**config.mk**
```make
export PLATFORM = sky130hd
export DESIGN_NAME = chip8_fetch
export DESIGN_NICKNAME = d
export VERILOG_FILES = /design/src/hw/chip8_isa_pkg.sv /design/src/hw/chip8_pipe_pkg.sv /design/src/hw/chip8_fetch.sv
export SDC_FILE = /design/constraint.sdc
export NUM_CORES = 1
export LEC_CHECK = 0
export BUFFER_PORTS_ARGS = -buffer_cell sky130_fd_sc_hd__clkbuf_2
export CORE_UTILIZATION = 43
export DETAILED_ROUTE_END_ITERATION = 10
export HOLD_SLACK_MARGIN = 0.02
export PLACE_DENSITY = 0.83
export SYNTH_ARGS = -nofsm -noshare
export SYNTH_HDL_FRONTEND = slang
export SYNTH_SLANG_ARGS = --single-unit
```
**constraint.sdc**
```tcl
create_clock -name Chip8CLK -period 4.1 [get_ports Chip8CLK]
set_clock_uncertainty 0.15 [all_clocks]
set_input_delay 0.205 -clock Chip8CLK [delete_from_list [all_inputs] [get_ports Chip8CLK]]
set_output_delay 0.205 -clock Chip8CLK [all_outputs]
set_load 0.02 [all_outputs]
```
**src/hw/chip8_isa_pkg.sv**
```systemverilog
//**************************************************
// Chip-8 instruction set definitions
// opcode word views, leader and ALU codes, and the
// architectural constants shared by all stages
//**************************************************

package chip8_isa_pkg;

    typedef logic [7:0]  byte_t;
    typedef logic [11:0] addr_t;
    typedef logic [3:0]  reg_idx_t;

    // programs always begin here
    localparam addr_t PROGRAM_START = 12'h200;
    // carry, not-borrow and shift-out land in rF
    localparam reg_idx_t FLAG_REG = 4'hF;
    localparam logic [15:0] RET_OPCODE = 16'h00EE;

    // leading nibble of the opcode
    typedef enum logic [3:0] {
        LD_SYS         = 4'h0,
        LD_JUMP        = 4'h1,
        LD_CALL        = 4'h2,
        LD_SKIP_EQ_IMM = 4'h3,
        LD_SKIP_NE_IMM = 4'h4,
        LD_SKIP_EQ_REG = 4'h5,
        LD_SET_IMM     = 4'h6,
        LD_ADD_IMM     = 4'h7,
        LD_ALU         = 4'h8,
        LD_SKIP_NE_REG = 4'h9,
        LD_INDEX       = 4'hA,
        LD_JUMP_R0     = 4'hB,
        LD_RAND        = 4'hC,
        LD_DRAW        = 4'hD,
        LD_KEY         = 4'hE,
        LD_MISC        = 4'hF
    } leader_e;

    // low nibble of 8xyN
    typedef enum logic [3:0] {
        ALU_MOV  = 4'h0,
        ALU_OR   = 4'h1,
        ALU_AND  = 4'h2,
        ALU_XOR  = 4'h3,
        ALU_ADD  = 4'h4,
        ALU_SUB  = 4'h5,
        ALU_SHR  = 4'h6,
        ALU_SUBN = 4'h7,
        ALU_SHL  = 4'hE
    } alu_op_e;

    // one opcode word seen either as Lxyn or as Lnnn
    // the nn constant is the low byte of the Lxyn view
    typedef union packed {
        struct packed {
            leader_e    leader;
            reg_idx_t   x;
            reg_idx_t   y;
            logic [3:0] n;
        } xyn;
        struct packed {
            leader_e leader;
            addr_t   addr;
        } nnn;
    } opcode_u;

endpackage
```
**src/hw/chip8_pipe_pkg.sv**
```systemverilog
//**************************************************
// Chip-8 pipeline payloads
// structs passed between stages and to the ports
//**************************************************

package chip8_pipe_pkg;

    // host write of one program byte
    typedef struct packed {
        chip8_isa_pkg::addr_t addr;
        chip8_isa_pkg::byte_t data;
    } load_t;

    // fetched opcode with the address it came from
    typedef struct packed {
        chip8_isa_pkg::addr_t   pc;
        chip8_isa_pkg::opcode_u op;
    } fetch_t;

    // decoded instruction held between decode and execute
    typedef struct packed {
        chip8_isa_pkg::leader_e  leader;
        chip8_isa_pkg::alu_op_e  alu_op;
        chip8_isa_pkg::reg_idx_t x;
        chip8_isa_pkg::reg_idx_t y;
        chip8_isa_pkg::byte_t    imm;
        chip8_isa_pkg::addr_t    target;
        chip8_isa_pkg::addr_t    pc;
        logic                    illegal;
    } uop_t;

    // architectural result of one executed instruction
    typedef struct packed {
        logic                    reg_we;
        chip8_isa_pkg::reg_idx_t reg_idx;
        chip8_isa_pkg::byte_t    data;
        logic                    flag_we;
        chip8_isa_pkg::byte_t    flag;
    } wb_t;

endpackage

```
**src/hw/chip8_fetch.sv**
```systemverilog
//**************************************************
// Chip-8 fetch stage
// program counter, sequential reads and redirects
//**************************************************

`timescale 1ns/1ps

module chip8_fetch (
    input  logic                   Chip8CLK,
    input  logic                   i_reset,
    input  logic                   i_start,
    input  logic                   i_stop,
    input  logic                   i_redirect_valid,
    input  chip8_isa_pkg::addr_t   i_redirect_addr,
    input  chip8_isa_pkg::opcode_u i_rd_word,
    output chip8_isa_pkg::addr_t   o_rd_addr,
    output logic                   o_fetch_valid,
    output chip8_pipe_pkg::fetch_t o_fetch
);
    import chip8_isa_pkg::*;

    logic  running;
    logic  issue;
    addr_t pc;
    logic  rd_valid;
    addr_t rd_pc;

    // the read address is the pc itself
    assign o_rd_addr = pc;
    assign issue     = running & ~i_stop;

    always_ff @(posedge Chip8CLK) begin
        if (i_reset) begin
            running  <= 1'b0;
            rd_valid <= 1'b0;
            pc       <= PROGRAM_START;
        end else if (i_start) begin
            // start wins over a pending stop or redirect
            running  <= 1'b1;
            rd_valid <= 1'b0;
            pc       <= PROGRAM_START;
        end else begin
            if (i_stop) begin
                running <= 1'b0;
            end
            // a read issued alongside a redirect is already stale
            rd_valid <= issue & ~i_redirect_valid;
            if (i_redirect_valid) begin
                pc <= i_redirect_addr;
            end else if (issue) begin
                pc <= pc + 12'd2;
            end
        end
    end

    // address of the read in flight, paired with the returned word
    always_ff @(posedge Chip8CLK) begin
        rd_pc <= pc;
    end

    assign o_fetch_valid = rd_valid;
    assign o_fetch.pc    = rd_pc;
    assign o_fetch.op    = i_rd_word;

endmodule

```
After elaboration in Yosys (flattened, before gate mapping)
Cells that the tools add are included.
Operators by class
  reduce and logical (&&, ||, !) cells: 3
  bitwise gates (word level): 4
  mux-type cells: 4
  add/sub/neg operators: 1
Operator list (count)
  $mux 12: 2
  $add 12x2->12 const B: 1
  $reduce_bool 2->1: 2
  $and 1x1->1: 2
  $mux 1: 2
  $not 1->1: 2
  $reduce_or 2->1: 1
Word-level totals
  word-level logic and storage cells: 16
  bits in registers: 26
  bits of input ports: 33

Longest topological paths before layout
  word-level depth: 4
  depth in mapped cells: 5
  depth with buffers taken out: 5

Least setup slack after synthesis
Ideal clock, no wire load.
  path kind: register to register
  from: reg pc[4] (netlist: o_rd_addr[4])
  to: reg pc[8] (netlist: o_rd_addr[8])
  data required time: 3.847 ns
  period minus slack after synthesis: 1.640 ns
  data arrival time: 1.387 ns
  stages on the path, launching flop included: 5
  library setup time: 0.103 ns
  path buffers: 0
  setup slack: 2.460 ns
  cells stage by stage: dfxtp_1 > nand4_4 > nor4_4 > xnor2_1 > a2111oi_2
On the way
  word-level cells in the longest chain between the ends: 3
RTL lines
  start: declaration: line chip8_fetch.sv:24  | addr_t pc;
  start signal: assignment: line chip8_fetch.sv:49  | pc <= i_redirect_addr;
  start signal: assignment: line chip8_fetch.sv:51  | pc <= pc + 12'd2;
  $add 12x2->12: line chip8_fetch.sv:51
  $mux 12: line chip8_fetch.sv:50  | end else if (issue) begin
  $mux 12: line chip8_fetch.sv:48  | if (i_redirect_valid) begin
No other way between the ends. The select of a mux whose other input is x is not followed.
A chain may end at the register's enable or synchronous reset.

Worst setup path after layout
Ends and elaborated chain as after synthesis.

==> flow_metrics.env <==
export IMPL_timing_slew_headroom_pct=61.1
export IMPL_leakagePower_uw=0.000579
export IMPL_swShare_pct=24.6
export IMPL_place_ws_ns=2.32
export IMPL_combPwrFrac_pct=12.1
export IMPL_dieArea_um2=2710
export IMPL_yosys_area_top_type_share_pct=48.3
export IMPL_yosysUniqueCellTypes=28
export IMPL_antenna_cells=0
export IMPL_intPower_uw=341
export IMPL_htreeDepth=1
export IMPL_clk_pin_slew_ns=0.14
export IMPL_pwr_share_clk_pct=28.0
export IMPL_via_per_inst=5.09
export IMPL_drt_pass1_iterations=4
export IMPL_grt_antenna_before_repair=0
export IMPL_synth_seq_area_share_pct=48.3
export IMPL_wl_per_cell_um=12.4
export IMPL_synth_area_leaders="dfxtp_1 (48%), buf_4 (11%), o21ai_0 (5.1%)"
export IMPL_cap_viol_max_count=0
export IMPL_total_power_uw=453
export IMPL_final_util_pct=57.4
export IMPL_setup_viol=0
export IMPL_vias=881
export IMPL_core_area_um2=2280
export IMPL_start_kind="flip-flop"
export IMPL_synth_edf_count=0
export IMPL_ir_drop_v=0.000204
export IMPL_cts_sinks=26
export IMPL_drive_above_1_share_pct=33.8
export IMPL_synth_top_cells_by_count="dfxtp_1 (26), buf_4 (16), o21ai_0 (11), nand2_1 (8), nor2_1 (6)"
export IMPL_cts_setup_buffers=0
export IMPL_synth_seq_cells=26
export IMPL_maxSlewViolCount=0
export IMPL_cts_buffer_depth=2
export IMPL_syn_inst=111
export IMPL_final_nets=180
export IMPL_p_sw_uw=111
export IMPL_first_global_vias=788
export IMPL_crit_type="reg2reg"
export IMPL_yosysMostFrequentCell="dfxtp_1"
export IMPL_num_rows=17
export IMPL_rsz0062_at_grt="no"
export IMPL_syn2layout_area_growth_pct=21.4
export IMPL_die_y_um=52.1
export IMPL_cp_max_fo=6
export IMPL_hold_class="in2reg"
export IMPL_synth_area_per_cell_um2=9.71
export IMPL_synth_top_area_cell="dfxtp_1"
export IMPL_min_period_ns=2.18
export IMPL_min_period_over_period_pct=53.1
export IMPL_ys_flop_type="dfxtp_1"
export IMPL_yosys_warnings=0
export IMPL_fin_ws_ns=1.92
export IMPL_clockRootBuffer="clkbuf_4"
export IMPL_final_setup_tns_ns=0
export IMPL_grt_overflow=0
export IMPL_insertion_delay_ns=0.32
export IMPL_drt_iter0_drc=15
export IMPL_dieWidth_um=52.1
export IMPL_crit_arrival_ns=2.30
export IMPL_track_usage_pct=16.6
export IMPL_cts_tree="built"
export IMPL_critPathRequiredTime_ns=4.23
export IMPL_worstMarginPinSlew_ns=0.581
export IMPL_p_per_area_nw_per_um2=346
export IMPL_drt_wl_total_um=2150
export IMPL_dp_hpwl_um=1570
export IMPL_syn_num_nets=145
export IMPL_hold_violations=0
export IMPL_cp_end_kind="flip-flop"
export IMPL_max_freq_ghz=0.459
export IMPL_grt_pass1_wl_um=3260
export IMPL_initial_core_util_pct=47.3
export IMPL_ys_async_sr_fraction_pct=0
export IMPL_place_congestion=0.744
export IMPL_status="finished clean"
export IMPL_ant_nets=0
export IMPL_drcViolationCount=0
export IMPL_synth_area_um2=1080
export IMPL_p_seq_share_pct=59.9
export IMPL_cts_buffers=3
export IMPL_port_buffers=41
export IMPL_io_pin_count=74
export IMPL_grt_max_degree=16
-- critical path: stages, from the launching register on --
cell and delay, ns:
dfxtp_1 0.52, nand4_4 0.20, nor4_4 0.25, xnor2_1 0.11
a2111oi_2 0.33, dlygate4sd3_1 0.58
-- sequential cells by signal, summed over array words and instances (netlist names) --
register       flops
o_rd_addr         12
rd_pc             12
o_fetch_valid      1
running            1
-- cell families (layout without fill, tap and decap cells) --
family          after synthesis  count (layout)  synth area share [%]
simple gates                 34              34                  19.4
flops                        26              26                  48.3
buf+inv                      23              57                  13.7
compound gates               18              18                  9.87
xor+xnor                      7               7                  5.69
mux                           2               2                  1.86
fa+ha+maj                     1               1                  1.16
-- worst paths after layout --
kind	start	end	slack, ns	cells past startpoint
max	o_rd_addr[4]$_SDFFE_PP0P_	o_rd_addr[8]$_SDFFE_PP0P_	1.92	5
min reg2reg	o_rd_addr[0]$_SDFFE_PP0P_	rd_pc[0]$_DFF_P_	0.23	0
min	i_redirect_addr[5]	o_rd_addr[5]$_SDFFE_PP0P_	0.03	3
max reg2reg	o_rd_addr[4]$_SDFFE_PP0P_	o_rd_addr[8]$_SDFFE_PP0P_	1.92	5
-- power by group through the flow --
stage | combinational (uW) | sequential (uW) | clock (uW)
after floorplan | 39.7 | 287 | 0
after global routing | 60.2 | 273 | 140
final | 54.8 | 271 | 127
after global placement | 47.7 | 276 | 0
after CTS | 54.5 | 271 | 131
after detailed placement | 48.6 | 277 | 0
-- layout make-up --
cell class,instances,area [um2]
inverter,3,11.3
tap,28,35.0
multi-input combinational,62,409
sequential,26,520
clock buffer,4,36.3
timing repair buffer,50,295
fill,216,968
-- what timing repair did --
item	in CTS	in global routing
gates resized for setup	0	0
hold buffers	8	1
endpoints found under the hold margin	7	1
-- cells in the final DEF (no fill, tap or decap), drive strengths merged, types with 4 or more instances in the layout --
cell / synthesis / routed
clkbuf: 3 / 45
dfxtp: 26 / 26
o21ai: 11 / 11
dlygate4sd3: 0 / 9
nand2: 8 / 8
nor2: 6 / 6
xnor2: 4 / 4
a21oi: 4 / 4
nor4: 4 / 4
-- per-stage QoR --
| step | area (um2) | hold slack [ns] | instances |
|---|---|---|---|
| after floorplan | 1080 | 0.124 | 111 |
| after global placement | 1180 | 0.212 | 160 |
| after CTS | 1300 | 0.0211 | 172 |
| after global routing | 1310 | 0.0522 | 173 |
| final | 1310 | 0.0309 | 173 |
| after detailed placement | 1180 | 0.216 | 160 |
-- per-layer routing --
metal / global-route usage, % / share of wire (%) / up-vias
li1: - / - / 433
met1: 18.0 / 41 / 391
met2: 26.5 / 44 / 41
met3: 3.80 / 9.5 / 16
met4: 15.3 / 5.1 / 0
met5: 0 / 0 / -
Note: power is estimated with default switching activity, not from simulation.
