### src/hw/chip8_isa_pkg.sv
//**************************************************
// Chip-8 instruction set definitions
// opcode word views, leader and ALU codes, and the
// architectural constants shared by all stages
//**************************************************

package chip8_isa_pkg;

    typedef logic [7:0]  byte_t;
    typedef logic [11:0] addr_t;
    typedef logic [3:0]  reg_idx_t;

    // programs always begin here
    localparam addr_t PROGRAM_START = 12'h200;
    // carry, not-borrow and shift-out land in rF
    localparam reg_idx_t FLAG_REG = 4'hF;
    localparam logic [15:0] RET_OPCODE = 16'h00EE;

    // leading nibble of the opcode
    typedef enum logic [3:0] {
        LD_SYS         = 4'h0,
        LD_JUMP        = 4'h1,
        LD_CALL        = 4'h2,
        LD_SKIP_EQ_IMM = 4'h3,
        LD_SKIP_NE_IMM = 4'h4,
        LD_SKIP_EQ_REG = 4'h5,
        LD_SET_IMM     = 4'h6,
        LD_ADD_IMM     = 4'h7,
        LD_ALU         = 4'h8,
        LD_SKIP_NE_REG = 4'h9,
        LD_INDEX       = 4'hA,
        LD_JUMP_R0     = 4'hB,
        LD_RAND        = 4'hC,
        LD_DRAW        = 4'hD,
        LD_KEY         = 4'hE,
        LD_MISC        = 4'hF
    } leader_e;

    // low nibble of 8xyN
    typedef enum logic [3:0] {
        ALU_MOV  = 4'h0,
        ALU_OR   = 4'h1,
        ALU_AND  = 4'h2,
        ALU_XOR  = 4'h3,
        ALU_ADD  = 4'h4,
        ALU_SUB  = 4'h5,
        ALU_SHR  = 4'h6,
        ALU_SUBN = 4'h7,
        ALU_SHL  = 4'hE
    } alu_op_e;

    // one opcode word seen either as Lxyn or as Lnnn
    // the nn constant is the low byte of the Lxyn view
    typedef union packed {
        struct packed {
            leader_e    leader;
            reg_idx_t   x;
            reg_idx_t   y;
            logic [3:0] n;
        } xyn;
        struct packed {
            leader_e leader;
            addr_t   addr;
        } nnn;
    } opcode_u;

endpackage
### src/hw/chip8_pipe_pkg.sv
//**************************************************
// Chip-8 pipeline payloads
// structs passed between stages and to the ports
//**************************************************

package chip8_pipe_pkg;

    // host write of one program byte
    typedef struct packed {
        chip8_isa_pkg::addr_t addr;
        chip8_isa_pkg::byte_t data;
    } load_t;

    // fetched opcode with the address it came from
    typedef struct packed {
        chip8_isa_pkg::addr_t   pc;
        chip8_isa_pkg::opcode_u op;
    } fetch_t;

    // decoded instruction held between decode and execute
    typedef struct packed {
        chip8_isa_pkg::leader_e  leader;
        chip8_isa_pkg::alu_op_e  alu_op;
        chip8_isa_pkg::reg_idx_t x;
        chip8_isa_pkg::reg_idx_t y;
        chip8_isa_pkg::byte_t    imm;
        chip8_isa_pkg::addr_t    target;
        chip8_isa_pkg::addr_t    pc;
        logic                    illegal;
    } uop_t;

    // architectural result of one executed instruction
    typedef struct packed {
        logic                    reg_we;
        chip8_isa_pkg::reg_idx_t reg_idx;
        chip8_isa_pkg::byte_t    data;
        logic                    flag_we;
        chip8_isa_pkg::byte_t    flag;
    } wb_t;

endpackage

### src/hw/chip8_execute.sv
//**************************************************
// Chip-8 execute stage
// register file, ALU with flag, branch resolution,
// call stack, writeback and fault
//**************************************************

`timescale 1ns/1ps

module chip8_execute #(
    parameter int STACK_DEPTH = 32
) (
    input  logic                 Chip8CLK,
    input  logic                 i_reset,
    input  logic                 i_start,
    input  logic                 i_uop_valid,
    input  chip8_pipe_pkg::uop_t i_uop,
    output logic                 o_redirect_valid,
    output chip8_isa_pkg::addr_t o_redirect_addr,
    output logic                 o_stop,
    output logic                 o_wb_valid,
    output chip8_pipe_pkg::wb_t  o_wb,
    output logic                 o_fault
);
    import chip8_isa_pkg::*;
    import chip8_pipe_pkg::*;

    localparam int SPW = $clog2(STACK_DEPTH);

    byte_t        regs [16];
    addr_t        stack [STACK_DEPTH];
    logic [SPW:0] sp;
    logic [SPW:0] sp_m1;
    logic         fault;
    byte_t        rx;
    byte_t        ry;
    logic [8:0]   sum_xy;
    logic [8:0]   diff_xy;
    logic [8:0]   diff_yx;
    logic         live;
    logic         commit;
    logic         taken;
    logic         fault_d;
    logic         do_push;
    logic         do_pop;
    addr_t        tgt;
    wb_t          wb_d;

    assign rx      = regs[i_uop.x];
    assign ry      = regs[i_uop.y];
    assign sp_m1   = sp - 1'b1;
    // bit 8 is the carry out, or the borrow for the subtracts
    assign sum_xy  = {1'b0, rx} + {1'b0, ry};
    assign diff_xy = {1'b0, rx} - {1'b0, ry};
    assign diff_yx = {1'b0, ry} - {1'b0, rx};

    // uop in flight is stale on a start and ignored once faulted
    assign live   = i_uop_valid & ~fault & ~i_start;
    assign commit = live & ~fault_d;

    always_comb begin
        wb_d         = '0;
        wb_d.reg_idx = i_uop.x;
        taken        = 1'b0;
        // skip target by default
        tgt          = i_uop.pc + 12'd4;
        fault_d      = 1'b0;
        do_push      = 1'b0;
        do_pop       = 1'b0;
        if (i_uop.illegal) begin
            fault_d = 1'b1;
        end else begin
            case (i_uop.leader)
                // only 00EE gets past decode
                LD_SYS: begin
                    if (sp == '0) begin
                        fault_d = 1'b1;
                    end else begin
                        do_pop = 1'b1;
                        taken  = 1'b1;
                        tgt    = stack[sp_m1[SPW-1:0]];
                    end
                end
                LD_JUMP: begin
                    taken = 1'b1;
                    tgt   = i_uop.target;
                end
                LD_CALL: begin
                    if (sp == (SPW+1)'(STACK_DEPTH)) begin
                        fault_d = 1'b1;
                    end else begin
                        do_push = 1'b1;
                        taken   = 1'b1;
                        tgt     = i_uop.target;
                    end
                end
                LD_SKIP_EQ_IMM: taken = (rx == i_uop.imm);
                LD_SKIP_NE_IMM: taken = (rx != i_uop.imm);
                LD_SKIP_EQ_REG: taken = (rx == ry);
                LD_SKIP_NE_REG: taken = (rx != ry);
                LD_SET_IMM: begin
                    wb_d.reg_we = 1'b1;
                    wb_d.data   = i_uop.imm;
                end
                // no carry out for 7xnn
                LD_ADD_IMM: begin
                    wb_d.reg_we = 1'b1;
                    wb_d.data   = rx + i_uop.imm;
                end
                LD_ALU: begin
                    wb_d.reg_we = 1'b1;
                    case (i_uop.alu_op)
                        ALU_MOV: wb_d.data = ry;
                        ALU_OR:  wb_d.data = rx | ry;
                        ALU_AND: wb_d.data = rx & ry;
                        ALU_XOR: wb_d.data = rx ^ ry;
                        ALU_ADD: begin
                            wb_d.data    = sum_xy[7:0];
                            wb_d.flag_we = 1'b1;
                            wb_d.flag    = {7'd0, sum_xy[8]};
                        end
                        ALU_SUB: begin
                            wb_d.data    = diff_xy[7:0];
                            wb_d.flag_we = 1'b1;
                            wb_d.flag    = {7'd0, ~diff_xy[8]};
                        end
                        ALU_SUBN: begin
                            wb_d.data    = diff_yx[7:0];
                            wb_d.flag_we = 1'b1;
                            wb_d.flag    = {7'd0, ~diff_yx[8]};
                        end
                        // shifts take rY as the source and leave rY alone
                        ALU_SHR: begin
                            wb_d.data    = ry >> 1;
                            wb_d.flag_we = 1'b1;
                            wb_d.flag    = {7'd0, ry[0]};
                        end
                        ALU_SHL: begin
                            wb_d.data    = ry << 1;
                            wb_d.flag_we = 1'b1;
                            wb_d.flag    = {7'd0, ry[7]};
                        end
                        default: wb_d.reg_we = 1'b0;
                    endcase
                end
                // Bnnn wraps within the 12-bit space
                LD_JUMP_R0: begin
                    taken = 1'b1;
                    tgt   = i_uop.target + {4'h0, regs[0]};
                end
                default: fault_d = 1'b1;
            endcase
        end
    end

    // a start also flushes decode, fetch restarts at the program start itself
    assign o_redirect_valid = i_start | (commit & taken);
    assign o_redirect_addr  = tgt;

    always_ff @(posedge Chip8CLK) begin
        if (i_reset || i_start) begin
            fault      <= 1'b0;
            sp         <= '0;
            o_wb_valid <= 1'b0;
        end else begin
            o_wb_valid <= commit & (wb_d.reg_we | wb_d.flag_we);
            if (live && fault_d) begin
                fault <= 1'b1;
            end
            if (commit && do_push) begin
                sp <= sp + 1'b1;
            end else if (commit && do_pop) begin
                sp <= sp_m1;
            end
        end
    end

    always_ff @(posedge Chip8CLK) begin
        if (i_start) begin
            for (int i = 0; i < 16; i++) begin
                regs[i] <= '0;
            end
        end else if (commit) begin
            if (wb_d.reg_we) begin
                regs[wb_d.reg_idx] <= wb_d.data;
            end
            // flag written last, so it wins when x is rF
            if (wb_d.flag_we) begin
                regs[FLAG_REG] <= wb_d.flag;
            end
        end
    end

    // return address is the instruction after the call
    always_ff @(posedge Chip8CLK) begin
        if (commit && do_push) begin
            stack[sp[SPW-1:0]] <= i_uop.pc + 12'd2;
        end
    end

    always_ff @(posedge Chip8CLK) begin
        o_wb <= wb_d;
    end

    assign o_fault = fault;
    assign o_stop  = fault;

endmodule

### config.mk
export PLATFORM = sky130hd
export DESIGN_NAME = chip8_execute
export DESIGN_NICKNAME = d
export VERILOG_FILES = /design/src/hw/chip8_isa_pkg.sv /design/src/hw/chip8_pipe_pkg.sv /design/src/hw/chip8_execute.sv
export SDC_FILE = /design/constraint.sdc
export NUM_CORES = 1
export LEC_CHECK = 0
export ABC_CLOCK_PERIOD_IN_PS = 7750
export BUFFER_PORTS_ARGS = -buffer_cell sky130_fd_sc_hd__buf_2
export CAP_MARGIN = 20
export CORE_AREA = 2 2 326 328
export CTS_CLUSTER_DIAMETER = 60
export DETAILED_ROUTE_END_ITERATION = 10
export DIE_AREA = 0 0 328 330
export PLACE_DENSITY_LB_ADDON = 0.12
export SLEW_MARGIN = 20
export SYNTH_ARGS = -nofsm -noshare
export SYNTH_HDL_FRONTEND = slang
export SYNTH_SLANG_ARGS = --single-unit
export TNS_END_PERCENT = 50
### constraint.sdc
create_clock -name Chip8CLK -period 7.75 [get_ports Chip8CLK]
set_input_delay 1.55 -clock Chip8CLK [delete_from_list [all_inputs] [get_ports Chip8CLK]]
set_output_delay 1.55 -clock Chip8CLK [all_outputs]
set_load 0.05 [all_outputs]
[Yosys cells after proc, flatten, opt, wreduce, memory -nomap -nowiden]
Memory sizes are Yosys's and may differ from the RTL's.
Cells that the tools add are included.
Storage, ports and cells
  flip-flop bits (word level): 30
  RAM bits: 512
  input port bits: 53
  memories kept: 2
Memories
  stack: depth 32, width 12, rd ports 1, clocked after Yosys merged registers in 0, wr ports 1, line chip8_execute.sv:30  | addr_t stack [STACK_DEPTH];
  regs: depth 16, width 8, rd ports 3, clocked after Yosys merged registers in 0, wr ports 16, line chip8_execute.sv:29  | byte_t regs [16];
Operators by class
  add/sub/neg operators: 9
  eq/ne operators: 24
  multiplexer cells: 42
  bitwise gates (word level): 19
  reduce and logical (&&, ||, !) cells: 13
Operator list (count)
  $pmux W8 S9: 1
  $pmux W12 S4: 1
  $pmux W9 S5: 1
  $mux W12: 3
  $eq A4 B3 Y1 const B: 8
  $mux W1: 25
  $pmux W8 S3: 1
  $eq A4 B4 Y1 const B: 5
  $reduce_or A9 Y1: 2
  $sub A8 B8 Y9: 2
  $mux W17: 1
  $eq A4 B2 Y1 const B: 4
  $eq A8 B8 Y1: 2
  $mux W8: 2
  $ne A8 B8 Y1: 2
  $add A12 B2 Y12 const B: 1
  $add A12 B3 Y12 const B: 1
  $add A12 B8 Y12: 1
  $mux W6: 2
  $add A8 B8 Y9: 1
  $mux W9: 1
  $add A8 B8 Y8: 1
  $and A8 B8 Y8: 1
  $eq A4 B1 Y1 const B: 2
  other kinds (19): 36

[Logic depth before layout (Yosys ltp)]
An unclocked memory read counts as a cell.
  depth after elaboration: 15
  mapped depth: 19
  gate-level depth less buffers: 15

[Worst setup path before layout]
OpenSTA, ideal clock, no wires.
  path kind: input to output
  start: in i_uop[37] in the netlist's numbering
  end: out o_redirect_valid
  data arrival time: 6123 ps
  data required time: 6200 ps
  path slack: 77 ps
  cell stages on the path: 9
  buffers on the path: 2
  cells stage by stage: buf_6 buf_1 mux4_2 mux4_2 ha_1 or4_1 nor4_1 a31oi_1 o41ai_1
On the way
  word-level cells in the longest chain between the ends: 6
  elaborated cells on any way between the ends: 9
  classes of those cells: 4 x eq/ne; 2 x mux; 2 x bitwise; 1 x memory
RTL lines
  from (decl): line chip8_execute.sv:16  | input chip8_pipe_pkg::uop_t i_uop,
  $mem_v2 Z16 W8 (*)
  $ne A8 B8 Y1 (tied with other cells): line chip8_execute.sv:99  | LD_SKIP_NE_REG: taken = (rx != ry);
  $pmux W1 S7 (*): line chip8_execute.sv:72  | case (i_uop.leader)
  $mux W1 (*): line chip8_execute.sv:69  | if (i_uop.illegal) begin
  $and A1 B1 Y1 (*): line chip8_execute.sv:156  | assign o_redirect_valid = i_start | (commit & taken);
  $or A1 B1 Y1 (*): line chip8_execute.sv:156
  to (decl): line chip8_execute.sv:17  | output logic o_redirect_valid,
Every way passes the cells marked *; elsewhere a longest branch is shown, timed or not.

[Worst setup path in the final report]
  start: in i_uop[33] in the netlist's numbering
  end: out o_redirect_valid
On the way
  word-level cells in the longest chain between the ends: 6
  elaborated cells on any way between the ends: 7
  classes of those cells: 2 x eq/ne; 2 x mux; 2 x bitwise; 1 x memory
RTL lines (line)
  $mem_v2 Z16 W8 (*)
  $ne A8 B8 Y1 / $eq A8 B8 Y1 (equally long branches): chip8_execute.sv:99, chip8_execute.sv:98
  $pmux W1 S7 (*): chip8_execute.sv:72
  $mux W1 (*): chip8_execute.sv:69
  $and A1 B1 Y1 (*): chip8_execute.sv:156
  $or A1 B1 Y1 (*): chip8_execute.sv:156
Marks and branches as above.

==> results.tsv <==
metric	value	unit
run status	complete, no violations	
register area share after synthesis	60.80	%
Post-CTS Setup Repair Bufs	0	
area leader, netlist	edfxtp_1	
synth unique cells	91	
Slew @ Worst Pin	1.043	ns
warnings from Yosys	0	
Area contributors post-synth	edfxtp_1, mux4_2, nor2_1	
pre-CTS WS	0.7281	ns
most used flip-flop cell after synthesis	edfxtp_1	
Routed Antenna Nets	0	
synth-to-layout area growth	17.27	%
critical path arrival	5.48	ns
Clock Pin Slew Worst Setup and Hold Paths	0.06	ns
gate count of the mapped netlist	1670	
post-detail-place hpwl	60730	um
initial DRC count	1515	
hold path cells	2	
number of synthesized flops with an enable pin	512	
GR Overflow Total	0	
Vias per Instance	4.871	
Final Setup Violations	0	
Pwr per Cell Area	226.0	mW/mm^2
Placed Instance Area	0.02837	sq mm
# fillers	10370	
Critical Path Source Type	primary input	
Synth Register Bits	535	
Clock Latency Late Sink	0.63	ns
Die H	330	um
worst path required time	6.20	ns
fmax	142.3	MHz
syn avg cell area	15.60	sq um
clk sink count	535	
PortBufs	83	
TritonCTS clock tree	yes	
vias in the first global route	15964	
fin crit share	90.68	%
die area	0.1082	sq mm
Pre-antenna DRT Iters	6	
reg2reg path depth	12	
WL final	85090	um
root buffer cell	clkbuf_16	
DRC Markers	0	
synth cell count leaders	edfxtp_1, nor2_1, mux4_2	
shortest period the worst path allows	7.028	ns
Worst Path Max Fanout	14	
Setup Skew	0.03942	ns
WHS Endpoint	sp[5]$_SDFFE_PP0P_	
final core occ	29.18	%
clk buf depth	3	
leak pwr	9.793	nW
Fin. Hold Viols	0	
Total GRT Usage	15.65	%
Critical R2R Launch	regs[0][1]$_SDFFCE_PN0P_	
nets	1897	
relative max-transition margin	30.32	%
Initial Util	24.88	%
Reg2Reg Setup Slack	3.01	ns
first-pass GRT wire length	121100	um
largest net degree at the start of global routing	34	
Final Cell Area	0.03054	sq mm
min-delay src	sp[5]$_SDFFE_PP0P_	
multi-input logic area	0.009711	sq mm
top-count cell post-synth	edfxtp_1	
Worst R2R End	regs[6][7]$_SDFFCE_PN0P_	
layout cells sized above 1	28.08	%
Peak VDD IR	0.1404	mV
hold_buf cts	0	
CTS Buf Count	66	
CP Class	primary input to output port	
vias	15718	
total of max-cap violations	0	
average wire per standard cell	26.37	um
initial antenna violation count	7	
unrepaired setup endpoints after global routing	no	
nature of the critical path endpoint	output port	
Synth top area share	59.03	%
setup TNS	0	ns
fin. max-slew vios	0	
worst min-delay path class	register to register	
storage element area	0.01584	sq mm
Netlist Area Pre-Place	0.02604	sq mm
Worst Hold Slack	0.6082	ns
htree depth	3	
final worst slack	0.7224	ns
number of gates resized after cts	0	
Synth async-reset ratio	0	%
core area	0.1047	sq mm
I/O Pins	91	
routability cong.	0.8577	
Die W	328	um
num rows	119	
## registers in the layout, indices dropped and copies added (netlist names)
register and cells:
sp 6, stack 384, regs 128, o_wb_valid 1, o_wb 15, o_fault 1
## power by group
group,internal (W),switching [W]
logic,0.000227,0.000419
clock network,0.00173,0.00129
registers,0.00320,0.0000265
total,0.00516,0.00174
## worst max path at each step
stage                    from                to  slack, ns
finish              i_uop[33]  o_redirect_valid       0.72
CTS                 i_uop[33]  o_redirect_valid       0.72
global route        i_uop[33]  o_redirect_valid       0.51
floorplan           i_uop[37]  o_redirect_valid       0.08
global placement    i_uop[33]  o_redirect_valid       0.66
detailed placement  i_uop[33]  o_redirect_valid       0.73
## placed cells by master, fill, tap and decap left out, drive strengths merged, types with 13 or more instances in the layout
cell type and instances:
a21oi 85, buf 146, clkbuf 79, clkinv 28, dfxtp 23, edfxtp 512
ha 55, inv 49, mux2 18, mux2i 26, mux4 191, nand2 65
nand2b 22, nand3 25, nor2 191, nor2b 19, nor3 18, o21ai 36
xnor2 21, xor2 13
## final cells by class
class | instances | share of cell area (%)
Inverter | 46 | 0.5653
Timing Repair Buffer | 146 | 3.003
Antenna cell | 2 | 0.01639
Clock buffer | 79 | 5.670
Sequential cell | 535 | 51.86
Clock inverter | 39 | 1.393
Multi-Input combinational cell | 989 | 31.79
Tap cell | 1391 | 5.698
## routing by layer
layer / share of wire [%] / vias to the layer above / global-route usage (%)
met5: 0 / - / 0
met4: 2.0 / 0 / 3.969
met3: 4.8 / 96 / 2.648
met2: 44 / 463 / 23.30
met1: 49 / 8275 / 23.50
li1: - / 6884 / -
## cells by family (layout without fill, tap and decap cells)
| logic type | after synthesis | after routing | share of synthesized area (%) |
|---|---|---|---|
| flops | 535 | 535 | 60.80 |
| simple gates | 406 | 406 | 7.403 |
| compound gates | 247 | 247 | 6.654 |
| mux | 235 | 235 | 18.34 |
| buf+inv | 152 | 310 | 2.618 |
| fa+ha+maj | 60 | 60 | 3.027 |
| xor+xnor | 34 | 34 | 1.143 |
| other cells | 1 | 9 | 0.01440 |
## through the flow
stage	std cells	power (W)
floorplan	1676	0.003702
global placement	3106	0.003933
detailed placement	3107	0.003934
CTS	3225	0.007004
global route	3225	0.007160
finish	3227	0.006902
## worst max-delay path: stages
cell and delay (ns):
buf_2 0.35, buf_4 0.31, mux4_2 0.53, mux2_2 0.30, mux2i_1 0.45, ha_1 0.43
nor4_1 0.27, nand2_1 0.15, mux2_2 0.29, o21ai_0 0.16, a211o_1 0.14, a21oi_1 0.06
o41ai_1 0.11, buf_2 0.36
(Power assumes the default switching activity.)
