File: src/hw/chip8_isa_pkg.sv
//**************************************************
// Chip-8 instruction set definitions
// opcode word views, leader and ALU codes, and the
// architectural constants shared by all stages
//**************************************************

package chip8_isa_pkg;

    typedef logic [7:0]  byte_t;
    typedef logic [11:0] addr_t;
    typedef logic [3:0]  reg_idx_t;

    // programs always begin here
    localparam addr_t PROGRAM_START = 12'h200;
    // carry, not-borrow and shift-out land in rF
    localparam reg_idx_t FLAG_REG = 4'hF;
    localparam logic [15:0] RET_OPCODE = 16'h00EE;

    // leading nibble of the opcode
    typedef enum logic [3:0] {
        LD_SYS         = 4'h0,
        LD_JUMP        = 4'h1,
        LD_CALL        = 4'h2,
        LD_SKIP_EQ_IMM = 4'h3,
        LD_SKIP_NE_IMM = 4'h4,
        LD_SKIP_EQ_REG = 4'h5,
        LD_SET_IMM     = 4'h6,
        LD_ADD_IMM     = 4'h7,
        LD_ALU         = 4'h8,
        LD_SKIP_NE_REG = 4'h9,
        LD_INDEX       = 4'hA,
        LD_JUMP_R0     = 4'hB,
        LD_RAND        = 4'hC,
        LD_DRAW        = 4'hD,
        LD_KEY         = 4'hE,
        LD_MISC        = 4'hF
    } leader_e;

    // low nibble of 8xyN
    typedef enum logic [3:0] {
        ALU_MOV  = 4'h0,
        ALU_OR   = 4'h1,
        ALU_AND  = 4'h2,
        ALU_XOR  = 4'h3,
        ALU_ADD  = 4'h4,
        ALU_SUB  = 4'h5,
        ALU_SHR  = 4'h6,
        ALU_SUBN = 4'h7,
        ALU_SHL  = 4'hE
    } alu_op_e;

    // one opcode word seen either as Lxyn or as Lnnn
    // the nn constant is the low byte of the Lxyn view
    typedef union packed {
        struct packed {
            leader_e    leader;
            reg_idx_t   x;
            reg_idx_t   y;
            logic [3:0] n;
        } xyn;
        struct packed {
            leader_e leader;
            addr_t   addr;
        } nnn;
    } opcode_u;

endpackage
File: src/hw/chip8_pipe_pkg.sv
//**************************************************
// Chip-8 pipeline payloads
// structs passed between stages and to the ports
//**************************************************

package chip8_pipe_pkg;

    // host write of one program byte
    typedef struct packed {
        chip8_isa_pkg::addr_t addr;
        chip8_isa_pkg::byte_t data;
    } load_t;

    // fetched opcode with the address it came from
    typedef struct packed {
        chip8_isa_pkg::addr_t   pc;
        chip8_isa_pkg::opcode_u op;
    } fetch_t;

    // decoded instruction held between decode and execute
    typedef struct packed {
        chip8_isa_pkg::leader_e  leader;
        chip8_isa_pkg::alu_op_e  alu_op;
        chip8_isa_pkg::reg_idx_t x;
        chip8_isa_pkg::reg_idx_t y;
        chip8_isa_pkg::byte_t    imm;
        chip8_isa_pkg::addr_t    target;
        chip8_isa_pkg::addr_t    pc;
        logic                    illegal;
    } uop_t;

    // architectural result of one executed instruction
    typedef struct packed {
        logic                    reg_we;
        chip8_isa_pkg::reg_idx_t reg_idx;
        chip8_isa_pkg::byte_t    data;
        logic                    flag_we;
        chip8_isa_pkg::byte_t    flag;
    } wb_t;

endpackage

File: src/hw/chip8_decode.sv
//**************************************************
// Chip-8 decode stage
// splits opcode fields, names the operation and
// flags opcodes that this core does not execute
//**************************************************

`timescale 1ns/1ps

module chip8_decode (
    input  logic                   Chip8CLK,
    input  logic                   i_reset,
    input  logic                   i_flush,
    input  logic                   i_fetch_valid,
    input  chip8_pipe_pkg::fetch_t i_fetch,
    output logic                   o_uop_valid,
    output chip8_pipe_pkg::uop_t   o_uop
);
    import chip8_isa_pkg::*;
    import chip8_pipe_pkg::*;

    opcode_u op;
    uop_t    uop_d;

    assign op = i_fetch.op;

    always_comb begin
        // Lxyn view for registers and constant, Lnnn view for the address
        uop_d.leader  = op.xyn.leader;
        uop_d.alu_op  = ALU_MOV;
        uop_d.x       = op.xyn.x;
        uop_d.y       = op.xyn.y;
        uop_d.imm     = {op.xyn.y, op.xyn.n};
        uop_d.target  = op.nnn.addr;
        uop_d.pc      = i_fetch.pc;
        uop_d.illegal = 1'b0;
        case (op.xyn.leader)
            // only the return survives from the 0nnn group
            LD_SYS: uop_d.illegal = (op != RET_OPCODE);
            LD_ALU: begin
                case (op.xyn.n)
                    4'h0, 4'h1, 4'h2, 4'h3, 4'h4, 4'h5, 4'h6, 4'h7, 4'hE:
                        uop_d.alu_op = alu_op_e'(op.xyn.n);
                    default: uop_d.illegal = 1'b1;
                endcase
            end
            LD_JUMP, LD_CALL, LD_SKIP_EQ_IMM, LD_SKIP_NE_IMM, LD_SKIP_EQ_REG,
            LD_SET_IMM, LD_ADD_IMM, LD_SKIP_NE_REG, LD_JUMP_R0: uop_d.illegal = 1'b0;
            // index, random, draw, key and misc groups
            default: uop_d.illegal = 1'b1;
        endcase
    end

    // a flush drops whatever fetch presents this cycle
    always_ff @(posedge Chip8CLK) begin
        if (i_reset) begin
            o_uop_valid <= 1'b0;
        end else begin
            o_uop_valid <= i_fetch_valid & ~i_flush;
        end
    end

    always_ff @(posedge Chip8CLK) begin
        o_uop <= uop_d;
    end

endmodule

File: config.mk
export PLATFORM = sky130hd
export DESIGN_NAME = chip8_decode
export DESIGN_NICKNAME = d
export VERILOG_FILES = /design/src/hw/chip8_isa_pkg.sv /design/src/hw/chip8_pipe_pkg.sv /design/src/hw/chip8_decode.sv
export SDC_FILE = /design/constraint.sdc
export NUM_CORES = 1
export LEC_CHECK = 0
export BUFFER_PORTS_ARGS = -buffer_cell sky130_fd_sc_hd__clkbuf_2
export CAP_MARGIN = 30
export CORE_UTILIZATION = 38
export CTS_BUF_LIST = sky130_fd_sc_hd__clkbuf_4
export CTS_CLUSTER_SIZE = 10
export DETAILED_ROUTE_END_ITERATION = 16
export PLACE_DENSITY = 0.85
export SLEW_MARGIN = 5
export SYNTH_ARGS = -nofsm -noshare
export SYNTH_HDL_FRONTEND = slang
export SYNTH_SLANG_ARGS = --single-unit
File: constraint.sdc
create_clock -name Chip8CLK -period 1.9 [get_ports Chip8CLK]
set_clock_uncertainty 0.2 [all_clocks]
set_input_delay 0.57 -clock Chip8CLK [delete_from_list [all_inputs] [get_ports Chip8CLK]]
set_output_delay 0.57 -clock Chip8CLK [all_outputs]
set_load 0.02 [all_outputs]
### Word level (Yosys, flattened, before mapping)

Cells that the tools add are included.

| storage, ports and cells | value |
|---|---|
| logic and storage cells | 37 |
| input bits | 32 |
| register bits | 50 |
| output and inout port bits | 50 |

| cells by class | value |
|---|---|
| bitwise gates (word level) | 2 |
| reduce and logical (&&, ||, !) cells | 5 |
| equality and inequality tests | 19 |
| muxes and demuxes | 2 |

Operators by type and width:

| operator | number |
|---|---|
| $eq 4x3->1 const B | 8 |
| $reduce_or 9->1 | 2 |
| $eq 4x2->1 const B | 4 |
| $eq 4x4->1 const B | 4 |
| $ne 16x8->1 const B | 1 |
| $eq 4x1->1 const B | 2 |
| $logic_not 4->1 | 2 |
| $pmux 1 s3 | 1 |
| $reduce_and 2->1 | 1 |
| $and 1x1->1 | 1 |
| $mux 1 | 1 |
| $not 1->1 | 1 |

### Depth between registers and ports, before layout

Gate-level depths: netlist (run 1).

| depth | value |
|---|---|
| depth after elaboration | 4 |
| gate-level depth with buffers | 3 |
| gate-level depth less buffers | 3 |

### Worst setup path before layout (run 1)

No wires, ideal clock.

| timing path | value |
|---|---|
| kind | in2reg |
| start point | in i_fetch[4] in the netlist's numbering |
| end point | reg o_uop[0] in the netlist's numbering |
| arrival | 1,363 ps |
| data required time | 1,575 ps |
| stages | 3 |
| setup time | 125 ps |
| slack | 212 ps |
| buffers on the path | 0 |
| cell sequence | or4_1 o31ai_1 o21ai_1 |

RTL lines:

| item | line | source |
|---|---|---|
| start, declared | chip8_decode.sv:14 | `input chip8_pipe_pkg::fetch_t i_fetch,` |
| end signal, assigned | chip8_decode.sv:63 | `o_uop <= uop_d;` |
| end, declared | chip8_decode.sv:16 | `output chip8_pipe_pkg::uop_t o_uop` |

==> results of run 1 <==
## where the power goes
group	internal [mW]	total [mW]	switching (mW)
Clock	0.308	0.509	0.201
Sequential	0.747	0.760	0.0124
Combinational	0.0620	0.168	0.106
## cells by family (layout without fill, tap and decap cells)
kind of cell | count (synthesis) | count (layout) | synth area share
compound gates | 6 | 6 | 0.04048
simple gates | 12 | 12 | 0.08772
flops | 34 | 34 | 0.7341
buf+inv | 18 | 91 | 0.1377
## placed cells by master (no fill, tap or decap)
cell type	count
and4_1	1
a211oi_1	2
o31ai_1	1
nor3_1	1
nor3b_1	2
bufinv_16	1
o21ai_1	1
dfxtp_1	34
inv_1	2
clkbuf_4	7
clkbuf_2	81
nor2_1	1
or4_1	1
nand2_1	1
o21ai_0	2
nand4b_1	2
nor4_1	1
nand2b_1	1
nand3b_1	1
## how the worst min path moves through the flow
stage | from | slack [ps] | end | cells after the start
floorplan | i_fetch[25] | 400 | o_uop[10] | 0
global placement | i_fetch[25] | 470 | o_uop[10] | 1
detailed placement | i_fetch[22] | 470 | o_uop[7] | 1
CTS | i_fetch[17] | 130 | o_uop[2] | 1
global route | i_fetch[22] | 120 | o_uop[7] | 1
finish | i_fetch[17] | 150 | o_uop[2] | 1
## registers in the layout, indices dropped and copies added, names as in the netlist
name and count:
o_uop 33, o_uop_valid 1
## area by class of cell
type,count,area (µm²)
fill,216,924.6
sequential,34,680.7
timing repair buffer,81,405.4
multi-input combinational,18,118.9
clock buffer,7,52.55
tap,28,35.03
clock inverter,1,30.03
inverter,2,7.507
## per-layer routing
metal  up-vias  GRT usage
li1        360          -
met1       308     0.1224
met2        54     0.2143
met3         5    0.07440
met4         0    0.09459
met5         -          0
## stage by stage
stage	power, mW	area, µm²	hold slack [ps]	setup WS [ps]
floorplan	0.8798	927.1	397.7	212.2
global placement	0.9424	1247	473.3	93.43
detailed placement	0.9462	1247	473.9	64.05
CTS	1.457	1330	128.7	256.9
global route	1.509	1330	121.4	203.1
finish	1.437	1330	150.9	283.7
==> summary.md, run 1 <==
| Metric | Value |
|---|---|
| Critical path depth | `1` |
| Worst setup startpoint | `o_uop[17]` |
| Status | `finished, final reports clean` |
| Fin crit period | `1616 ps` |
| Max IR drop VDD | `0.5850 mV` |
| Initial antenna violation count | `0` |
| GRT Util Overall | `0.1318` |
| Vias in the first global route | `a little under 600` |
| Clk root buf | `clkbuf_4` |
| Top cell type's share of synthesized area | `0.7341` |
| Largest stage delay on the critical path | `around 360 ps` |
| Drt drc | `0` |
| CP max stage cell | `dfxtp_1` |
| Worst-path clk slew | `90 ps` |
| Die area | `2641 µm²` |
| Crit end category | `output pin` |
| # rows | `17` |
| Metal-1 WL | `568 µm` |
| DRT Pass-1 Iters | `4` |
| Sequential share of the synthesized area | `0.7341` |
| CP Max Fanout | `3` |
| Global route overflow | `0` |
| CTS tree | `yes` |
| Post-Route WL | `1656 µm` |
| Post-Syn Instances | `70` |
| H-tree depth | `2` |
| Post-synth cell types | `17` |
| Port bufs | `81` |
| Wire length on met2 | `roughly 830 µm` |
| Leak | `0.7017 nW` |
| # setup viols final | `0` |
| Syn_area_per_cell | `13.24 µm²` |
| Detail Placement HPWL | `1405 µm` |
| CTS Buf Count | `5` |
| Final net count | `174` |
| Core Util, Final | `0.5899` |
| Worst-Margin Slew | `254.6 ps` |
| Post-synth ARST share | `0` |
| Top Family by Delay on Critical Path | `flip-flops` |
| Max Clk Rate | `between 600 and 700 MHz` |
| Largest net degree at the start of global routing | `11` |
| CP arrival | `850 ps` |
| Hold Path Class | `in -> reg` |
| Final Non-Filler Cells | `around 170` |
| Sink Count | `34` |
| Leading area contributor after synthesis | `dfxtp_1` |
| Synth top area cells | `dfxtp_1 73%, buf_4 13%, nand4b_1 1.9%` |
| RSZ-0062 raised after global routing | `false` |
| Fin crit share | `0.8507` |
| Vias | `727` |
| Layout cells sized above 1 | `0.6224` |
| Post-CTS sizing | `0` |
| Routed len/inst | `9.684 µm` |
| Top sig layer | `met4` |
| Global-route wire length before repair | `between 2000 and 2500 µm` |
| Placed cell count | `about 160` |
| CORE AREA | `2255 µm²` |
| Critical Path RT | `roughly 1100 ps` |
| Post-route ant nets | `0` |
| Synth Net Count | `102` |
| Crit path to | `o_uop[33]` |
| Setup TNS | `0 ps` |
| Yosys warning count | `0` |
| Post-Syn Area | `between 900 and 1000 µm²` |
| Ant diodes | `0` |
| Via-per-instance ratio | `between 4 and 5` |
| Most used DFF post-synth | `dfxtp_1` |
| CTS Hold Bufs | `0` |
| CP cell instances | `clkbuf_2` |
| Worst setup SP type | `flip-flop` |
| Total I/O pin count | `82` |
| Power Density | `1080 nW/µm²` |
| Met3 routed WL | `between 200 and 250 µm` |
| Post-synth EDFFs | `0` |
| Max Cap Viol | `0` |
| Max Slew Vio Count | `0` |
| Routability cong. | `0.6993` |
| Iter 0 DRT Violations | `1` |
| Layout area overhead | `43.46%` |
| WP buf/inv | `1` |
| Die width | `51.40 µm` |
| Post-CTS Setup Bufs | `0` |
| Max clock buf depth | `2` |
| Final Hold Viols | `0` |
| Commonest cells post-synth | `34 x dfxtp_1, 16 x buf_4` |
| Most frequent cell after synthesis | `dfxtp_1` |
| Starting Density | `0.4112` |
| Die height | `51.40 µm` |
| Post-synthesis register bit count | `34` |
| WS Path Type | `reg -> out` |
| Worst relative slew slack | `0.8287` |
Power figures use the tool's default switching activity.
==> run 2: changes to the inputs <==
--- a/config.mk
+++ b/config.mk
@@ -7,6 +7,7 @@
 export LEC_CHECK = 0
 export BUFFER_PORTS_ARGS = -buffer_cell sky130_fd_sc_hd__clkbuf_2
 export CAP_MARGIN = 30
+export CORE_MARGIN = 8
 export CORE_UTILIZATION = 38
 export CTS_BUF_LIST = sky130_fd_sc_hd__clkbuf_4
 export CTS_CLUSTER_SIZE = 10
==> summary.md, run 2 (synthesis gave the netlist of run 1 again) <==
| Metric | Value |
|---|---|
| CTS Hold Bufs | `0` |
| Vias in the first global route | `827` |
| Sw power | `roughly 0.34 mW` |
| Status | `finished, final reports clean` |
| Worst relative slew slack | `0.8234` |
| Most frequent cells in the layout | `81 x clkbuf_2, 34 x dfxtp_1, 5 x clkbuf_4, 3 x clkinv_1` |
| GRT Util Overall | `0.1194` |
| Die width | `between 60 and 70 µm` |
| Layout area overhead | `40.08%` |
| # setup viols final | `0` |
| Critical Path RT | `1130 ps` |
| Routed len/inst | `between 10 and 15 µm` |
| Routability cong. | `0.6997` |
| Cell Int Power | `0.9410 mW` |
| Top Family by Delay on Critical Path | `flip-flops` |
| Global route overflow | `0` |
| CP arrival | `870 ps` |
| Max Clk Rate | `611.4 MHz` |
| # rows | `18` |
| Port bufs | `81` |
| CTS Buf Count | `5` |
| Global-route wire length before repair | `3808 µm` |
| Drt drc | `0` |
| CP cell instances | `clkbuf_2` |
| Worst-Margin Slew | `262.5 ps` |
| Placed cell count | `165` |
| Power share of the combinational group | `0.135` |
| Die height | `about 65 µm` |
| WP buf/inv | `1` |
| Switching share of total power | `0.2631` |
| Final Non-Filler Cells | `173` |
| Post-route ant nets | `0` |
| Crit end category | `output pin` |
| Largest regs | `o_uop x33, o_uop_valid x1` |
| Clk root buf | `clkbuf_4` |
| Post-CTS sizing | `0` |
| Max Slew Vio Count | `0` |
| Setup TNS | `0 ps` |
| Final WS setup | `264.4 ps` |
| Ant diodes | `0` |
| Hold Path Class | `in -> reg` |
| Die area | `4277 µm²` |
| WS Path Type | `reg -> out` |
| CTS tree | `yes` |
| Reg power frac | `0.595` |
| Max reg flops | `33` |
| Via-per-instance ratio | `4.208` |
| Final net count | `174` |
| DRT Pass-1 Iters | `3` |
| CP max stage cell | `dfxtp_1` |
| Leak | `0.6830 nW` |
| CORE AREA | `about 2400 µm²` |
| Clock power frac | `0.270` |
| RSZ-0062 raised after global routing | `false` |
| CP Max Fanout | `3` |
| Largest net degree at the start of global routing | `11` |
| Layout cells sized above 1 | `0.6014` |
| Vias | `728` |
| Fin crit period | `1636 ps` |
| Power Density | `~1000 nW/µm²` |
| Worst setup SP type | `flip-flop` |
| H-tree depth | `2` |
| Fin crit share | `0.8609` |
| Iter 0 DRT Violations | `5` |
| Initial antenna violation count | `0` |
| Max clock buf depth | `2` |
| Post-Route WL | `about 2400 µm` |
| Max Cap Viol | `0` |
| Biggest register | `o_uop` |
| Starting Density | `0.3884` |
| Worst-path clk slew | `~90 ps` |
| Max IR drop VDD | `0.6919 mV` |
| Sink Count | `34` |
| Final Hold Viols | `0` |
| Largest stage delay on the critical path | `360 ps` |
| Dpl ws | `approximately 44 ps` |
| Total I/O pin count | `82` |
| Commonest non-fill, non-tap cell in the layout | `clkbuf_2` |
| Post-CTS Setup Bufs | `0` |
## run 2: cell types whose count changed in the layout (fill, tap and decap cells not counted), sizes merged
cell / previous run / this run
clkinv: 0 / 3
clkbuf: 88 / 86
bufinv: 1 / 0
## run 2: per-layer routing
layer	part of all wire	global-route usage	vias up
met5	0	0	-
met4	0.019	0.05722	0
met3	0.19	0.1207	6
met2	0.46	0.1907	52
met1	0.33	0.09284	306
li1	-	-	364
## run 2: worst paths after layout
path / from / to / depth (start not counted)
setup / recovery: o_uop[19] / o_uop[19] / 1
hold / removal: i_fetch[27] / o_uop[12] / 1
## run 2: power by group through the flow
stage / sequential [mW] / combinational (mW) / clock (mW)
2_1_floorplan: 0.822 / 0.0579 / 0
3_3_place_gp: 0.776 / 0.172 / 0
3_5_place_dp: 0.777 / 0.174 / 0
4_1_cts: 0.761 / 0.175 / 0.358
5_1_grt: 0.764 / 0.184 / 0.397
6_report: 0.760 / 0.172 / 0.345
## run 2: final cells by class
class | instances | area [µm²]
fillers | 225 | 1089
flip-flops and latches | 34 | 680.7
repair buffers | 81 | 405.4
multi-input cells | 18 | 118.9
clock buffers | 5 | 37.54
well taps | 30 | 37.54
clock inverters | 3 | 11.26
inverters | 2 | 7.507
## run 2: stage by stage
| stage | power (mW) | util | hold WS, ps | instance area, µm² |
|---|---|---|---|---|
| floorplan | 0.8798 | - | 397.7 | 927.1 |
| finish | 1.277 | 0.5440 | 138.5 | 1299 |
| global route | 1.346 | 0.5440 | 110.8 | 1299 |
| CTS | 1.294 | 0.5440 | 121.2 | 1299 |
| detailed placement | 0.9516 | 0.5236 | 473.9 | 1250 |
| global placement | 0.9476 | 0.5236 | 472.9 | 1250 |
==> run 3: changes to the inputs <==
--- a/config.mk
+++ b/config.mk
@@ -5,10 +5,11 @@
 export SDC_FILE = /design/constraint.sdc
 export NUM_CORES = 1
 export LEC_CHECK = 0
+export ABC_AREA = 1
 export BUFFER_PORTS_ARGS = -buffer_cell sky130_fd_sc_hd__clkbuf_2
 export CAP_MARGIN = 30
-export CORE_MARGIN = 8
-export CORE_UTILIZATION = 38
+export CORE_MARGIN = 10
+export CORE_UTILIZATION = 39
 export CTS_BUF_LIST = sky130_fd_sc_hd__clkbuf_4
 export CTS_CLUSTER_SIZE = 10
 export DETAILED_ROUTE_END_ITERATION = 16
==> summary.md, run 3 <==
| Metric | Value |
|---|---|
| Status | `finished, final reports clean` |
| Total I/O pin count | `82` |
| # rows | `18` |
| Sequential share of the synthesized area | `0.6809` |
| Die width | `70.63 µm` |
| Post-Syn Area | `999.7 µm²` |
| Routability cong. | `0.6496` |
| Post-CTS sizing | `0` |
| Fin crit share | `0.8601` |
| Post-synth ARST share | `0` |
| GRT Util Overall | `0.1042` |
| Largest stage delay on the critical path | `~360 ps` |
| Hold Path Class | `in -> reg` |
| Die area | `4989 µm²` |
| Max IR drop VDD | `0.7651 mV` |
| Layout cells sized above 1 | `0.6063` |
| CP Max Fanout | `3` |
| Commonest non-fill, non-tap cell in the layout | `clkbuf_2` |
| Final Cell Area | `about 1400 µm²` |
| Power Density | `approximately 1100 nW/µm²` |
| Most frequent cells in the layout | `81 x clkbuf_2, 34 x dfxtp_1, 11 x inv_1, 8 x nand2_1` |
| Yosys warning count | `0` |
| Biggest register | `o_uop` |
| CTS tree | `yes` |
| Most used DFF post-synth | `dfxtp_1` |
| Worst setup SP type | `flip-flop` |
| Max Cap Viol | `0` |
| Most frequent cell after synthesis | `dfxtp_1` |
| Layout area overhead | `42.43%` |
| Reg power frac | `0.481` |
| Final Hold Viols | `0` |
| CTS Buf Count | `5` |
| Cell Int Power | `1.220 mW` |
| Die height | `70.63 µm` |
| CP arrival | `approximately 860 ps` |
| Worst-path clk slew | `around 100 ps` |
| # setup viols final | `0` |
| Clk root buf | `clkbuf_4` |
| Vias | `770` |
| Port bufs | `81` |
| Global-route wire length before repair | `3988 µm` |
| Syn_area_per_cell | `11.49 µm²` |
| Switching share of total power | `0.2286` |
| Critical Path RT | `1130 ps` |
| Largest regs | `o_uop x33, o_uop_valid x1` |
| Leading area contributor after synthesis | `dfxtp_1` |
| Post-synthesis register bit count | `34` |
| CTS Hold Bufs | `0` |
| Vias in the first global route | `878` |
| Worst relative slew slack | `0.8495` |
| WP buf/inv | `1` |
| CP max stage cell | `dfxtp_1` |
| Via-per-instance ratio | `4.053` |
| Starting Density | `0.4072` |
| CORE AREA | `2455 µm²` |
| Max Slew Vio Count | `0` |
| WS Path Type | `reg -> out` |
| Placed Area | `1323 µm²` |
| Worst Hold Depth | `1` |
| Hold EP | `o_uop[5]` |
| RSZ-0062 raised after global routing | `false` |
| Post-Route WL | `2694 µm` |
| Setup TNS | `0 ps` |
| Top Family by Delay on Critical Path | `flip-flops` |
| Global route overflow | `0` |
| Post-route ant nets | `0` |
| Routed len/inst | `about 14 µm` |
| Post-CTS Setup Bufs | `0` |
| Clock power frac | `0.402` |
| Synth Net Count | `about 120` |
| Largest net degree at the start of global routing | `12` |
| Ant diodes | `0` |
| Drt drc | `0` |
| H-tree depth | `2` |
| Initial antenna violation count | `0` |
| Post-Syn Instances | `between 80 and 90` |
| Power share of the combinational group | `0.117` |
| Detail Placement HPWL | `2359 µm` |
| Top cell type's share of synthesized area | `0.6809` |
| Sw power | `0.3614 mW` |
| Synth top area cells | `dfxtp_1 68%, buf_4 12%, inv_1 4.1%` |
| DRT Pass-1 Iters | `3` |
| Max reg flops | `33` |
| Filler cells | `between 200 and 250` |
| Max Clk Rate | `611.9 MHz` |
| Commonest cells post-synth | `34 x dfxtp_1, 16 x buf_4, 11 x inv_1, 8 x nand2_1, 5 x nor2_2` |
| Fin crit period | `1634 ps` |
| Worst-Margin Slew | `about 220 ps` |
| Post-synth EDFFs | `0` |
| Iter 0 DRT Violations | `2` |
| Hold_sp | `i_fetch[20]` |
| Sink Count | `34` |
| Leak | `0.7951 nW` |
| Critical path depth | `1` |
| Final net count | `about 190` |
| CP cell instances | `clkbuf_2` |
| Crit end category | `output pin` |
| Max clock buf depth | `2` |
| Post-synth cell types | `14` |
==> run 3: kinds of logic (layout without fill, tap and decap cells) <==
| kind of cell | after synthesis | after routing | share of synthesized area |
|---|---|---|---|
| AOI/OAI and AO/OA | 2 | 2 | 0.02629 |
| buffers and inverters | 27 | 100 | 0.1615 |
| DFF | 34 | 34 | 0.6808 |
| and+or+nand+nor | 24 | 24 | 0.1314 |
==> run 3: final cells by class <==
type,instances,area (µm²),area share
Clock buffer,5,37.54,0.02636
Clock inverter,3,63.81,0.04482
Inverter,11,41.29,0.02900
Multi-Input combinational cell,26,157.7,0.1107
Sequential cell,34,680.7,0.4780
Tap cell,30,37.54,0.02636
Timing Repair Buffer,81,405.4,0.2847
==> run 3: per-layer routing <==
layer  global-route usage  up-vias  share of wire
li1                     -      389              -
met1              0.06295      330           0.27
met4              0.05806        0          0.016
met3              0.08787        3           0.16
met5                    0        -              0
met2               0.1986       48           0.55
==> run 3: power by group through the flow <==
| stage | clock network, mW | logic [mW] | registers [mW] |
|---|---|---|---|
| floorplan | 0 | 0.0700 | 0.822 |
| global placement | 0 | 0.184 | 0.775 |
| detailed placement | 0 | 0.188 | 0.777 |
| CTS | 0.653 | 0.189 | 0.761 |
| global route | 0.680 | 0.198 | 0.765 |
| finish | 0.636 | 0.185 | 0.760 |
==> run 3: per-stage QoR <==
| step | hold slack (ps) | setup WS, ps | util | total power [mW] | std cells |
|---|---|---|---|---|---|
| 3_3_place_gp | 473.1 | 492.8 | 0.5387 | 0.9592 | 182 |
| 5_1_grt | 105.4 | 206.0 | 0.5800 | 1.643 | 190 |
| 4_1_cts | 113.0 | 240.6 | 0.5800 | 1.603 | 190 |
| 3_5_place_dp | 474.0 | 450.8 | 0.5387 | 0.9656 | 182 |
| 6_report | 127.2 | 265.9 | 0.5800 | 1.581 | 190 |
| 2_1_floorplan | 397.7 | 512.7 | - | 0.8918 | 87 |
==> run 3: worst max path at each step <==
stage / end / start
after floorplan: o_uop[29] / o_uop[17]
after global placement: o_uop[0] / i_fetch[2]
after detailed placement: o_uop[0] / i_fetch[12]
after CTS: o_uop[32] / o_uop[20]
after global routing: o_uop[35] / o_uop[19]
final: o_uop[35] / o_uop[19]
